File: src/hw/demux_map_pkg.sv
/*
 * Cluster memory map and destination encoding for the data demux.
 * The decoder and response select import the page constants and dest_e.
 */

`default_nettype none

package demux_map_pkg;

  // Targets a core request can be steered to
  typedef enum logic [1:0] {
    SH  = 2'd0,
    PE  = 2'd1,
    EXT = 2'd2
  } dest_e;

  // Address bits 31:20 select a 1 MiB page
  parameter int PAGE_MSB = 31;
  parameter int PAGE_LSB = 20;

  typedef logic [PAGE_MSB-PAGE_LSB:0] page_t;

  // Cluster n owns four pages starting at base + 4*n
  parameter page_t CLUSTER_PAGE_BASE = 12'h100;
  parameter page_t TCDM_RW_OFS       = 12'd0;
  parameter page_t TCDM_TS_OFS       = 12'd1;
  parameter page_t DEM_PER_OFS       = 12'd2;

  // Demux peripheral window inside the DEM_PER page
  parameter int                                DEMUX_PER_MSB = 19;
  parameter int                                DEMUX_PER_LSB = 10;
  parameter logic [DEMUX_PER_MSB-DEMUX_PER_LSB:0] DEMUX_PER_VAL = 10'b0000010000;

  // Nibble swapped with base_addr_i by the remap
  parameter logic [3:0] REMAP_NIBBLE = 4'h1;

endpackage

`default_nettype wire

File: src/hw/demux_bus_pkg.sv
/*
 * Core load/store bus widths and word types.
 * Imported by every module that carries addresses, data or byte enables.
 */

`default_nettype none

package demux_bus_pkg;

  parameter int ADDR_WIDTH = 32;
  parameter int DATA_WIDTH = 32;
  parameter int BE_WIDTH   = DATA_WIDTH / 8;

  typedef logic [ADDR_WIDTH-1:0] addr_t;
  typedef logic [DATA_WIDTH-1:0] data_t;
  typedef logic [BE_WIDTH-1:0]   be_t;

endpackage

`default_nettype wire
File: src/hw/core_data_demux.sv
/*
 * Core-side data demux of a cluster processor.
 * Steers each core load/store to the TCDM, the demux peripherals or the
 * peripheral interconnect, and returns the grant and response of that target.
 */

`default_nettype none

module core_data_demux
  import demux_bus_pkg::*;
  import demux_map_pkg::*;
#(
  parameter bit    REMAP_ADDRESS      = 1'b1,
  parameter bit    CLUSTER_ALIAS      = 1'b1,
  parameter page_t CLUSTER_ALIAS_BASE = 12'h000
) (
  input  logic       clk,
  input  logic       rst_ni,
  input  logic [3:0] base_addr_i,
  input  logic [5:0] cluster_id_i,

  // Core side
  input  logic       data_req_i,
  input  addr_t      data_add_i,
  input  logic       data_wen_i,
  input  data_t      data_wdata_i,
  input  be_t        data_be_i,
  output logic       data_gnt_o,
  output logic       data_r_valid_o,
  output data_t      data_r_rdata_o,
  output logic       data_r_opc_o,

  // Shared TCDM
  output logic       data_req_sh_o,
  output addr_t      data_add_sh_o,
  output logic       data_wen_sh_o,
  output data_t      data_wdata_sh_o,
  output be_t        data_be_sh_o,
  input  logic       data_gnt_sh_i,
  input  logic       data_r_valid_sh_i,
  input  data_t      data_r_rdata_sh_i,

  // Demux peripherals
  output logic       data_req_ext_o,
  output addr_t      data_add_ext_o,
  output logic       data_wen_ext_o,
  output data_t      data_wdata_ext_o,
  output be_t        data_be_ext_o,
  input  logic       data_gnt_ext_i,
  input  logic       data_r_valid_ext_i,
  input  data_t      data_r_rdata_ext_i,
  input  logic       data_r_opc_ext_i,

  // Peripheral interconnect
  output logic       data_req_pe_o,
  output addr_t      data_add_pe_o,
  output logic       data_wen_pe_o,
  output data_t      data_wdata_pe_o,
  output be_t        data_be_pe_o,
  input  logic       data_gnt_pe_i,
  input  logic       data_r_valid_pe_i,
  input  data_t      data_r_rdata_pe_i,
  input  logic       data_r_opc_pe_i,

  // L2 performance events
  output logic       perf_l2_ld_o,
  output logic       perf_l2_st_o,
  output logic       perf_l2_ld_cyc_o,
  output logic       perf_l2_st_cyc_o
);

  addr_t addr_int;
  dest_e dest;
  logic  pe_req;
  logic  pe_core_gnt;
  logic  pe_r_valid;
  data_t pe_r_rdata;
  logic  pe_r_opc;
  logic  l2_req;

  addr_remap #(
    .REMAP_ADDRESS (REMAP_ADDRESS)
  ) i_addr_remap (
    .data_add_i  (data_add_i),
    .base_addr_i (base_addr_i),
    .addr_int_o  (addr_int)
  );

  dest_decode #(
    .CLUSTER_ALIAS      (CLUSTER_ALIAS),
    .CLUSTER_ALIAS_BASE (CLUSTER_ALIAS_BASE)
  ) i_dest_decode (
    .addr_int_i   (addr_int),
    .cluster_id_i (cluster_id_i),
    .dest_o       (dest)
  );

  // Payload fans out to all targets, only the request is steered
  assign data_add_sh_o    = addr_int;
  assign data_wen_sh_o    = data_wen_i;
  assign data_wdata_sh_o  = data_wdata_i;
  assign data_be_sh_o     = data_be_i;
  assign data_add_ext_o   = addr_int;
  assign data_wen_ext_o   = data_wen_i;
  assign data_wdata_ext_o = data_wdata_i;
  assign data_be_ext_o    = data_be_i;
  assign data_add_pe_o    = addr_int;
  assign data_wen_pe_o    = data_wen_i;
  assign data_wdata_pe_o  = data_wdata_i;
  assign data_be_pe_o     = data_be_i;

  always_comb begin
    data_req_sh_o  = 1'b0;
    data_req_ext_o = 1'b0;
    pe_req         = 1'b0;
    data_gnt_o     = 1'b0;
    if (data_req_i) begin
      case (dest)
        SH: begin
          data_req_sh_o = 1'b1;
          data_gnt_o    = data_gnt_sh_i;
        end
        EXT: begin
          data_req_ext_o = 1'b1;
          data_gnt_o     = data_gnt_ext_i;
        end
        default: begin
          // PE grant is deferred until the peripheral has answered
          pe_req     = 1'b1;
          data_gnt_o = pe_core_gnt;
        end
      endcase
    end
  end

  periph_txn_ctrl i_periph_txn_ctrl (
    .clk               (clk),
    .rst_ni            (rst_ni),
    .req_i             (pe_req),
    .data_req_pe_o     (data_req_pe_o),
    .data_gnt_pe_i     (data_gnt_pe_i),
    .data_r_valid_pe_i (data_r_valid_pe_i),
    .data_r_rdata_pe_i (data_r_rdata_pe_i),
    .data_r_opc_pe_i   (data_r_opc_pe_i),
    .core_gnt_o        (pe_core_gnt),
    .pe_r_valid_o      (pe_r_valid),
    .pe_r_rdata_o      (pe_r_rdata),
    .pe_r_opc_o        (pe_r_opc)
  );

  resp_select i_resp_select (
    .clk            (clk),
    .rst_ni         (rst_ni),
    .data_req_i     (data_req_i),
    .dest_i         (dest),
    .sh_r_valid_i   (data_r_valid_sh_i),
    .sh_r_rdata_i   (data_r_rdata_sh_i),
    .pe_r_valid_i   (pe_r_valid),
    .pe_r_rdata_i   (pe_r_rdata),
    .pe_r_opc_i     (pe_r_opc),
    .ext_r_valid_i  (data_r_valid_ext_i),
    .ext_r_rdata_i  (data_r_rdata_ext_i),
    .ext_r_opc_i    (data_r_opc_ext_i),
    .data_r_valid_o (data_r_valid_o),
    .data_r_rdata_o (data_r_rdata_o),
    .data_r_opc_o   (data_r_opc_o)
  );

  // Anything leaving the TCDM counts as L2 traffic, wen high means load
  assign l2_req           = data_req_i & (dest != SH);
  assign perf_l2_ld_cyc_o = l2_req & data_wen_i;
  assign perf_l2_st_cyc_o = l2_req & ~data_wen_i;
  assign perf_l2_ld_o     = perf_l2_ld_cyc_o & data_gnt_o;
  assign perf_l2_st_o     = perf_l2_st_cyc_o & data_gnt_o;

endmodule

`default_nettype wire

File: src/hw/resp_select.sv
/*
 * Response path back to the core.
 * Remembers where the last request went and forwards that target's response.
 */

`default_nettype none

module resp_select
  import demux_bus_pkg::*;
  import demux_map_pkg::*;
(
  input  logic  clk,
  input  logic  rst_ni,
  input  logic  data_req_i,
  input  dest_e dest_i,
  input  logic  sh_r_valid_i,
  input  data_t sh_r_rdata_i,
  input  logic  pe_r_valid_i,
  input  data_t pe_r_rdata_i,
  input  logic  pe_r_opc_i,
  input  logic  ext_r_valid_i,
  input  data_t ext_r_rdata_i,
  input  logic  ext_r_opc_i,
  output logic  data_r_valid_o,
  output data_t data_r_rdata_o,
  output logic  data_r_opc_o
);

  dest_e resp_dest_q;

  // Updated on every requesting cycle, so a held request keeps it stable
  always_ff @(posedge clk or negedge rst_ni) begin
    if (!rst_ni) begin
      resp_dest_q <= SH;
    end else if (data_req_i) begin
      resp_dest_q <= dest_i;
    end
  end

  always_comb begin
    case (resp_dest_q)
      SH: begin
        data_r_valid_o = sh_r_valid_i;
        data_r_rdata_o = sh_r_rdata_i;
        // TCDM never reports errors
        data_r_opc_o   = 1'b0;
      end
      PE: begin
        data_r_valid_o = pe_r_valid_i;
        data_r_rdata_o = pe_r_rdata_i;
        data_r_opc_o   = pe_r_opc_i;
      end
      EXT: begin
        data_r_valid_o = ext_r_valid_i;
        data_r_rdata_o = ext_r_rdata_i;
        data_r_opc_o   = ext_r_opc_i;
      end
      default: begin
        data_r_valid_o = 1'b0;
        data_r_rdata_o = '0;
        data_r_opc_o   = 1'b0;
      end
    endcase
  end

endmodule

`default_nettype wire

File: src/hw/periph_txn_ctrl.sv
/*
 * Transaction control toward the peripheral interconnect.
 * The core is granted only after the peripheral has responded, and the
 * response reaches the core through two registers, one cycle after that grant.
 */

`default_nettype none

module periph_txn_ctrl
  import demux_bus_pkg::*;
(
  input  logic  clk,
  input  logic  rst_ni,
  input  logic  req_i,
  output logic  data_req_pe_o,
  input  logic  data_gnt_pe_i,
  input  logic  data_r_valid_pe_i,
  input  data_t data_r_rdata_pe_i,
  input  logic  data_r_opc_pe_i,
  output logic  core_gnt_o,
  output logic  pe_r_valid_o,
  output data_t pe_r_rdata_o,
  output logic  pe_r_opc_o
);

  typedef enum logic [1:0] {
    IDLE,
    PENDING,
    GRANTED
  } state_e;

  state_e state_q;
  state_e state_d;

  logic  r_valid_q0;
  data_t r_rdata_q0;
  logic  r_opc_q0;

  always_comb begin
    state_d       = state_q;
    data_req_pe_o = 1'b0;
    core_gnt_o    = 1'b0;
    case (state_q)
      IDLE: begin
        if (req_i) begin
          data_req_pe_o = 1'b1;
          if (data_gnt_pe_i) begin
            state_d = PENDING;
          end
        end
      end
      PENDING: begin
        // Response latency of the peripheral is unbounded
        if (data_r_valid_pe_i) begin
          state_d = GRANTED;
        end
      end
      GRANTED: begin
        core_gnt_o = 1'b1;
        state_d    = IDLE;
      end
      default: begin
        state_d = IDLE;
      end
    endcase
  end

  always_ff @(posedge clk or negedge rst_ni) begin
    if (!rst_ni) begin
      state_q <= IDLE;
    end else begin
      state_q <= state_d;
    end
  end

  // Two response stages, valid under reset and payload loaded on valid beats
  always_ff @(posedge clk or negedge rst_ni) begin
    if (!rst_ni) begin
      r_valid_q0   <= 1'b0;
      pe_r_valid_o <= 1'b0;
    end else begin
      r_valid_q0   <= data_r_valid_pe_i;
      pe_r_valid_o <= r_valid_q0;
    end
  end

  always_ff @(posedge clk) begin
    if (data_r_valid_pe_i) begin
      r_rdata_q0 <= data_r_rdata_pe_i;
      r_opc_q0   <= data_r_opc_pe_i;
    end
    if (r_valid_q0) begin
      pe_r_rdata_o <= r_rdata_q0;
      pe_r_opc_o   <= r_opc_q0;
    end
  end

endmodule

`default_nettype wire

File: src/hw/dest_decode.sv
/*
 * Address decoder selecting SH, EXT or PE for a remapped core address.
 * Own pages come from cluster_id_i, alias pages from CLUSTER_ALIAS_BASE.
 * Purely combinational.
 */

`default_nettype none

module dest_decode
  import demux_bus_pkg::*;
  import demux_map_pkg::*;
#(
  parameter bit    CLUSTER_ALIAS      = 1'b1,
  parameter page_t CLUSTER_ALIAS_BASE = 12'h000
) (
  input  addr_t      addr_int_i,
  input  logic [5:0] cluster_id_i,
  output dest_e      dest_o
);

  page_t page;
  page_t own_base;
  page_t tcdm_rw_page;
  page_t tcdm_ts_page;
  page_t dem_per_page;
  page_t alias_rw_page;
  page_t alias_ts_page;
  page_t alias_dem_page;
  logic  hit_tcdm;
  logic  hit_dem_per;
  logic  in_demux_win;

  assign page = addr_int_i[PAGE_MSB:PAGE_LSB];

  // Four pages per cluster
  assign own_base     = CLUSTER_PAGE_BASE + {4'b0000, cluster_id_i, 2'b00};
  assign tcdm_rw_page = own_base + TCDM_RW_OFS;
  assign tcdm_ts_page = own_base + TCDM_TS_OFS;
  assign dem_per_page = own_base + DEM_PER_OFS;

  assign alias_rw_page  = CLUSTER_ALIAS_BASE + TCDM_RW_OFS;
  assign alias_ts_page  = CLUSTER_ALIAS_BASE + TCDM_TS_OFS;
  assign alias_dem_page = CLUSTER_ALIAS_BASE + DEM_PER_OFS;

  assign hit_tcdm = (page == tcdm_rw_page) || (page == tcdm_ts_page) ||
                    (CLUSTER_ALIAS && ((page == alias_rw_page) || (page == alias_ts_page)));

  assign hit_dem_per = (page == dem_per_page) ||
                       (CLUSTER_ALIAS && (page == alias_dem_page));

  assign in_demux_win = (addr_int_i[DEMUX_PER_MSB:DEMUX_PER_LSB] == DEMUX_PER_VAL);

  always_comb begin
    dest_o = PE;
    if (hit_tcdm) begin
      dest_o = SH;
    end else if (hit_dem_per && in_demux_win) begin
      dest_o = EXT;
    end
  end

endmodule

`default_nettype wire

File: src/hw/addr_remap.sv
/*
 * Optional swap of the address top nibble between base_addr_i and nibble 1.
 * Lets a cluster reach its own resources through the base_addr_i alias.
 */

`default_nettype none

module addr_remap
  import demux_bus_pkg::*;
  import demux_map_pkg::*;
#(
  parameter bit REMAP_ADDRESS = 1'b1
) (
  input  addr_t      data_add_i,
  input  logic [3:0] base_addr_i,
  output addr_t      addr_int_o
);

  localparam int NIB_LSB = ADDR_WIDTH - 4;

  logic [3:0] top_nibble;

  assign top_nibble = data_add_i[ADDR_WIDTH-1:NIB_LSB];

  if (REMAP_ADDRESS) begin : gen_remap
    always_comb begin
      addr_int_o = data_add_i;
      // base_addr_i region maps onto nibble 1 and vice versa
      if (top_nibble == base_addr_i) begin
        addr_int_o[ADDR_WIDTH-1:NIB_LSB] = REMAP_NIBBLE;
      end else if (top_nibble == REMAP_NIBBLE) begin
        addr_int_o[ADDR_WIDTH-1:NIB_LSB] = base_addr_i;
      end
    end
  end else begin : gen_no_remap
    assign addr_int_o = data_add_i;
  end

endmodule

`default_nettype wire

File: config.mk
export PLATFORM = sky130hd
export DESIGN_NAME = core_data_demux
export DESIGN_NICKNAME = d
export VERILOG_FILES = /design/src/hw/demux_map_pkg.sv /design/src/hw/demux_bus_pkg.sv /design/src/hw/core_data_demux.sv /design/src/hw/resp_select.sv /design/src/hw/periph_txn_ctrl.sv /design/src/hw/dest_decode.sv /design/src/hw/addr_remap.sv
export SDC_FILE = /design/constraint.sdc
export NUM_CORES = 1
export LEC_CHECK = 0
export ABC_AREA = 0
export ABC_CLOCK_PERIOD_IN_PS = 2960
export BUFFER_PORTS_ARGS = -buffer_cell sky130_fd_sc_hd__buf_2
export CAP_MARGIN = 20
export CORE_AREA = 2 2 170 172
export CTS_BUF_LIST = sky130_fd_sc_hd__clkbuf_2
export CTS_CLUSTER_DIAMETER = 200
export DETAILED_ROUTE_END_ITERATION = 10
export DIE_AREA = 0 0 172 174
export PLACE_DENSITY = 0.53
export SETUP_SLACK_MARGIN = 0.02
export SYNTH_ARGS = -nofsm -noshare
export SYNTH_HDL_FRONTEND = slang
export SYNTH_HIERARCHICAL = 1
export SYNTH_SLANG_ARGS = --single-unit
export TNS_END_PERCENT = 100
File: constraint.sdc
create_clock -name clk -period 2.96 [get_ports clk]
set_clock_uncertainty 0.1 [all_clocks]
set_input_delay 0.444 -clock clk [delete_from_list [all_inputs] [get_ports clk]]
set_output_delay 0.444 -clock clk [all_outputs]
set_load 0.02 [all_outputs]
==> impl_metrics.py <==
metrics = {
    "final_layout": {
        "drive_above_1_share_pct": 61.6,
        "final_util_pct": 20.8,
        "final_area_sq_um": 5880,
        "fin_nets": 729,
        "synthToLayoutAreaGrowth_pct": 24.9,
    },
    "worst_setup_path": {
        "cp-endpoint": "perf_l2_ld_o",
        "crit_arrival_ns": 2.62,
        "timing.rr.end": "i_periph_txn_ctrl/pe_r_rdata_o[8]",
        "crit_path_end_kind": "output pin",
        "critical_path_required_ns": 2.42,
        "critical_path_class": "input port to output pin",
        "r2r_start": "i_periph_txn_ctrl/r_valid_q0",
        "r2r_cells": 0,
        "worstSetupStartpointType": "input port",
        "r2r_slack_ns": 1.50,
        "crit_start": "data_add_i[30]",
        "path_max_fanout": 5,
    },
    "timing": {
        "rsz0062_at_grt": "true",
        "fmaxAchievable_mhz": 316,
        "finalMaxSlewViolations": 0,
        "whs_ns": 0.166,
        "finalHoldViolations": 0,
        "layout_min_cycle_time_ns": 3.16,
        "relSlewSlack_pct": 40.7,
        "tightest_slew_ns": 0.890,
        "finalSetupViolations": 5,
        "finalWorstSetupSlack_ns": -0.201,
        "fin_crit_sh_pct": 107,
    },
    "clocking": {
        "clk_pin_slew_ns": 0.28,
        "cts_max_level": 3,
        "numCtsBuffers": 9,
        "cts_buffer_depth": 2,
        "cts_sinks": 72,
        "clockRootBuffer": "clkbuf_2",
        "clk_latency_ns": 0.57,
        "cts_tree": "done",
    },
    "synth": {
        "syn_inst": 425,
        "syn-num-nets": 615,
        "netlist_area_sq_um": 4710,
        "syn_area_per_cell_sq_um": 11.1,
        "synth-edff-count": 66,
        "ys_ff_latch": 72,
        "synthArstFlopShare_pct": 8.33,
        "synth-seq-area-share_pct": 45.3,
        "yosys_warnings": 6,
        "synth_cell_types": 37,
        "synth_ff_type": "edfxtp_1",
    },
    "global_route": {
        "globalRouteTotalUtil_pct": 10.6,
        "grt_first_pass_wirelength_mm": 22.3,
        "grt_max_degree": 35,
        "grt_overflow": 0,
        "antenna_found_initial": 2,
        "grt_pass1_vias": 3469,
    },
    "die": {
        "chipHeight_um": 174,
        "fp.dieW_um": 172,
        "io_pins": 435,
        "die-area_sq_um": 29900,
        "start_util_pct": 16.7,
        "rows": 62,
        "core_area_sq_um": 28200,
    },
    "detailed_routing": {
        "viasPerCell": 3.72,
        "wl_mm": 17.0,
        "drt_iter0_drc": 242,
        "dr_total_vias": 3455,
        "post-route-drc-count": 0,
        "dr.pass1.iters": 5,
        "drt-wirelength-per-cell_um": 18.3,
        "antenna_left": 0,
    },
    "power": {
        "power_density_nw_per_um2": 437,
        "peakVddDrop_mv": 0.182,
        "p_leak_nw": 2.53,
    },
    "placed_design": {
        "postPlaceCellArea_sq_um": 5040,
        "dp_hpwl_mm": 12.7,
        "routabilityCongestion": 0.791,
        "port_buffers": 250,
    },
    "run": {
        "max-cap-violations": 0,
    },
    "run_status": {
        "status": "finished with violations",
        "violations": "setup timing",
    },
    "min_path": {
        "hold_class": "input port to flip-flop",
    },
}
[per-stage QoR]
stage	instances	total power, W	TNS [ns]	worst slack, ns
floorplan	425	0.00188	-0.0440	-0.0261
detailed placement	862	0.00183	-1.60	-0.313
CTS	922	0.00264	-0.419	-0.179
global route	929	0.00272	-1.79	-0.357
finish	929	0.00257	-0.671	-0.201
global placement	862	0.00183	-0.980	-0.220
[report_power, final]
group          internal [W]  total [W]  leakage [nW]  switching [W]
logic              0.000280   0.000636          1.74       0.000356
registers           0.00121    0.00125         0.719      0.0000412
clock network      0.000213   0.000688        0.0730       0.000474
[sequential cells by signal, indices dropped and copies added (netlist names)]
| signal | flops |
|---|---|
| i_periph_txn_ctrl/state_q | 2 |
| i_periph_txn_ctrl/pe_r_rdata_o | 32 |
| i_periph_txn_ctrl/pe_r_valid_o | 1 |
| i_periph_txn_ctrl/pe_r_opc_o | 1 |
| i_resp_select/resp_dest_q | 2 |
| i_periph_txn_ctrl/r_rdata_q0 | 32 |
| i_periph_txn_ctrl/r_opc_q0 | 1 |
| i_periph_txn_ctrl/r_valid_q0 | 1 |
[cell usage in the layout (no fill, tap or decap), drive strengths merged, types with 4 or more instances in the layout]
master and instances:
o21ai 6, clkbuf 10, buf 284, nor4 6, inv 11, ha 4, xnor2 6, edfxtp 66
dfrtp 6, dlygate4sd3 37, xor2 4, a222oi 33, nor2 39
[how the worst min path moves through the flow]
stage	from	endpoint	slack (ns)	cells past startpoint
detailed placement	rst_ni	i_periph_txn_ctrl/pe_r_valid_o	0.18	1
global route	data_r_valid_pe_i	i_periph_txn_ctrl/r_rdata_q0[9]	0.09	1
CTS	data_r_valid_pe_i	i_periph_txn_ctrl/r_rdata_q0[9]	0.06	1
finish	data_r_valid_pe_i	i_periph_txn_ctrl/r_rdata_q0[15]	0.17	1
floorplan	rst_ni	i_periph_txn_ctrl/pe_r_valid_o	0.05	0
global placement	rst_ni	i_periph_txn_ctrl/pe_r_valid_o	0.18	1
[cells in the mapped netlist (3+ instances only)]
cell,count,area share [%]
nor4_2,3,0.80
o21ai_0,5,0.53
inv_1,7,0.56
a222oi_1,33,7.0
buf_6,8,1.9
ha_1,4,1.1
nor2_1,39,3.1
edfxtp_1,66,42
dfrtp_1,6,3.2
buf_2,4,0.43
buf_4,203,32
nand2_1,3,0.24
nor2b_1,3,0.40
xor2_1,4,0.74
xnor2_1,6,1.1
clkbuf_1,3,0.24
nor4_1,3,0.40
[kinds of logic after synthesis]
family,after synthesis,synth area share [%]
simple gates,67,7.41
flops,72,45.3
compound gates,46,8.82
buf+inv,226,35.6
xor+xnor,10,1.86
fa+ha+maj,4,1.06
[layout make-up]
type	count	area, sq um
sequential	72	2130
clock buffer	9	45.0
fill	3135	22400
tap	384	480
inverter	7	26.3
multi-input combinational	127	1110
clock inverter	7	85.1
antenna	1	2.50
timing repair buffer	322	2000
[per-layer routing]
layer  vias to the layer above  share of wire (%)  track usage, %
met3                        46                 11            3.35
li1                       1531                  -               -
met5                         -              0.059               0
met1                      1604                 31            9.34
met2                       272                 55            21.4
met4                         2                2.9            4.83
[critical path, cell delays in order]
cell	delay (ns)
buf_8	0.11
buf_4	0.12
buf_4	0.13
o41ai_1	0.31
nand2b_1	0.15
nor4_1	0.27
nand3_1	0.13
o21ai_2	0.08
and3_4	0.25
nor2b_4	0.05
a211oi_4	0.22
buf_6	0.15
nor4_4	0.03
buf_4	0.17
[timing repair]
item / 4_1_cts / 5_1_grt
setup buffers: 8 / 6
resized for setup: 26 / 18
setup endpoints to repair: 42 / 25
pin swaps: 5 / 15
endpoints found under the hold margin: 42 / 0
hold buffers: 37 / 0
Note: power is estimated with default switching activity, not from simulation.
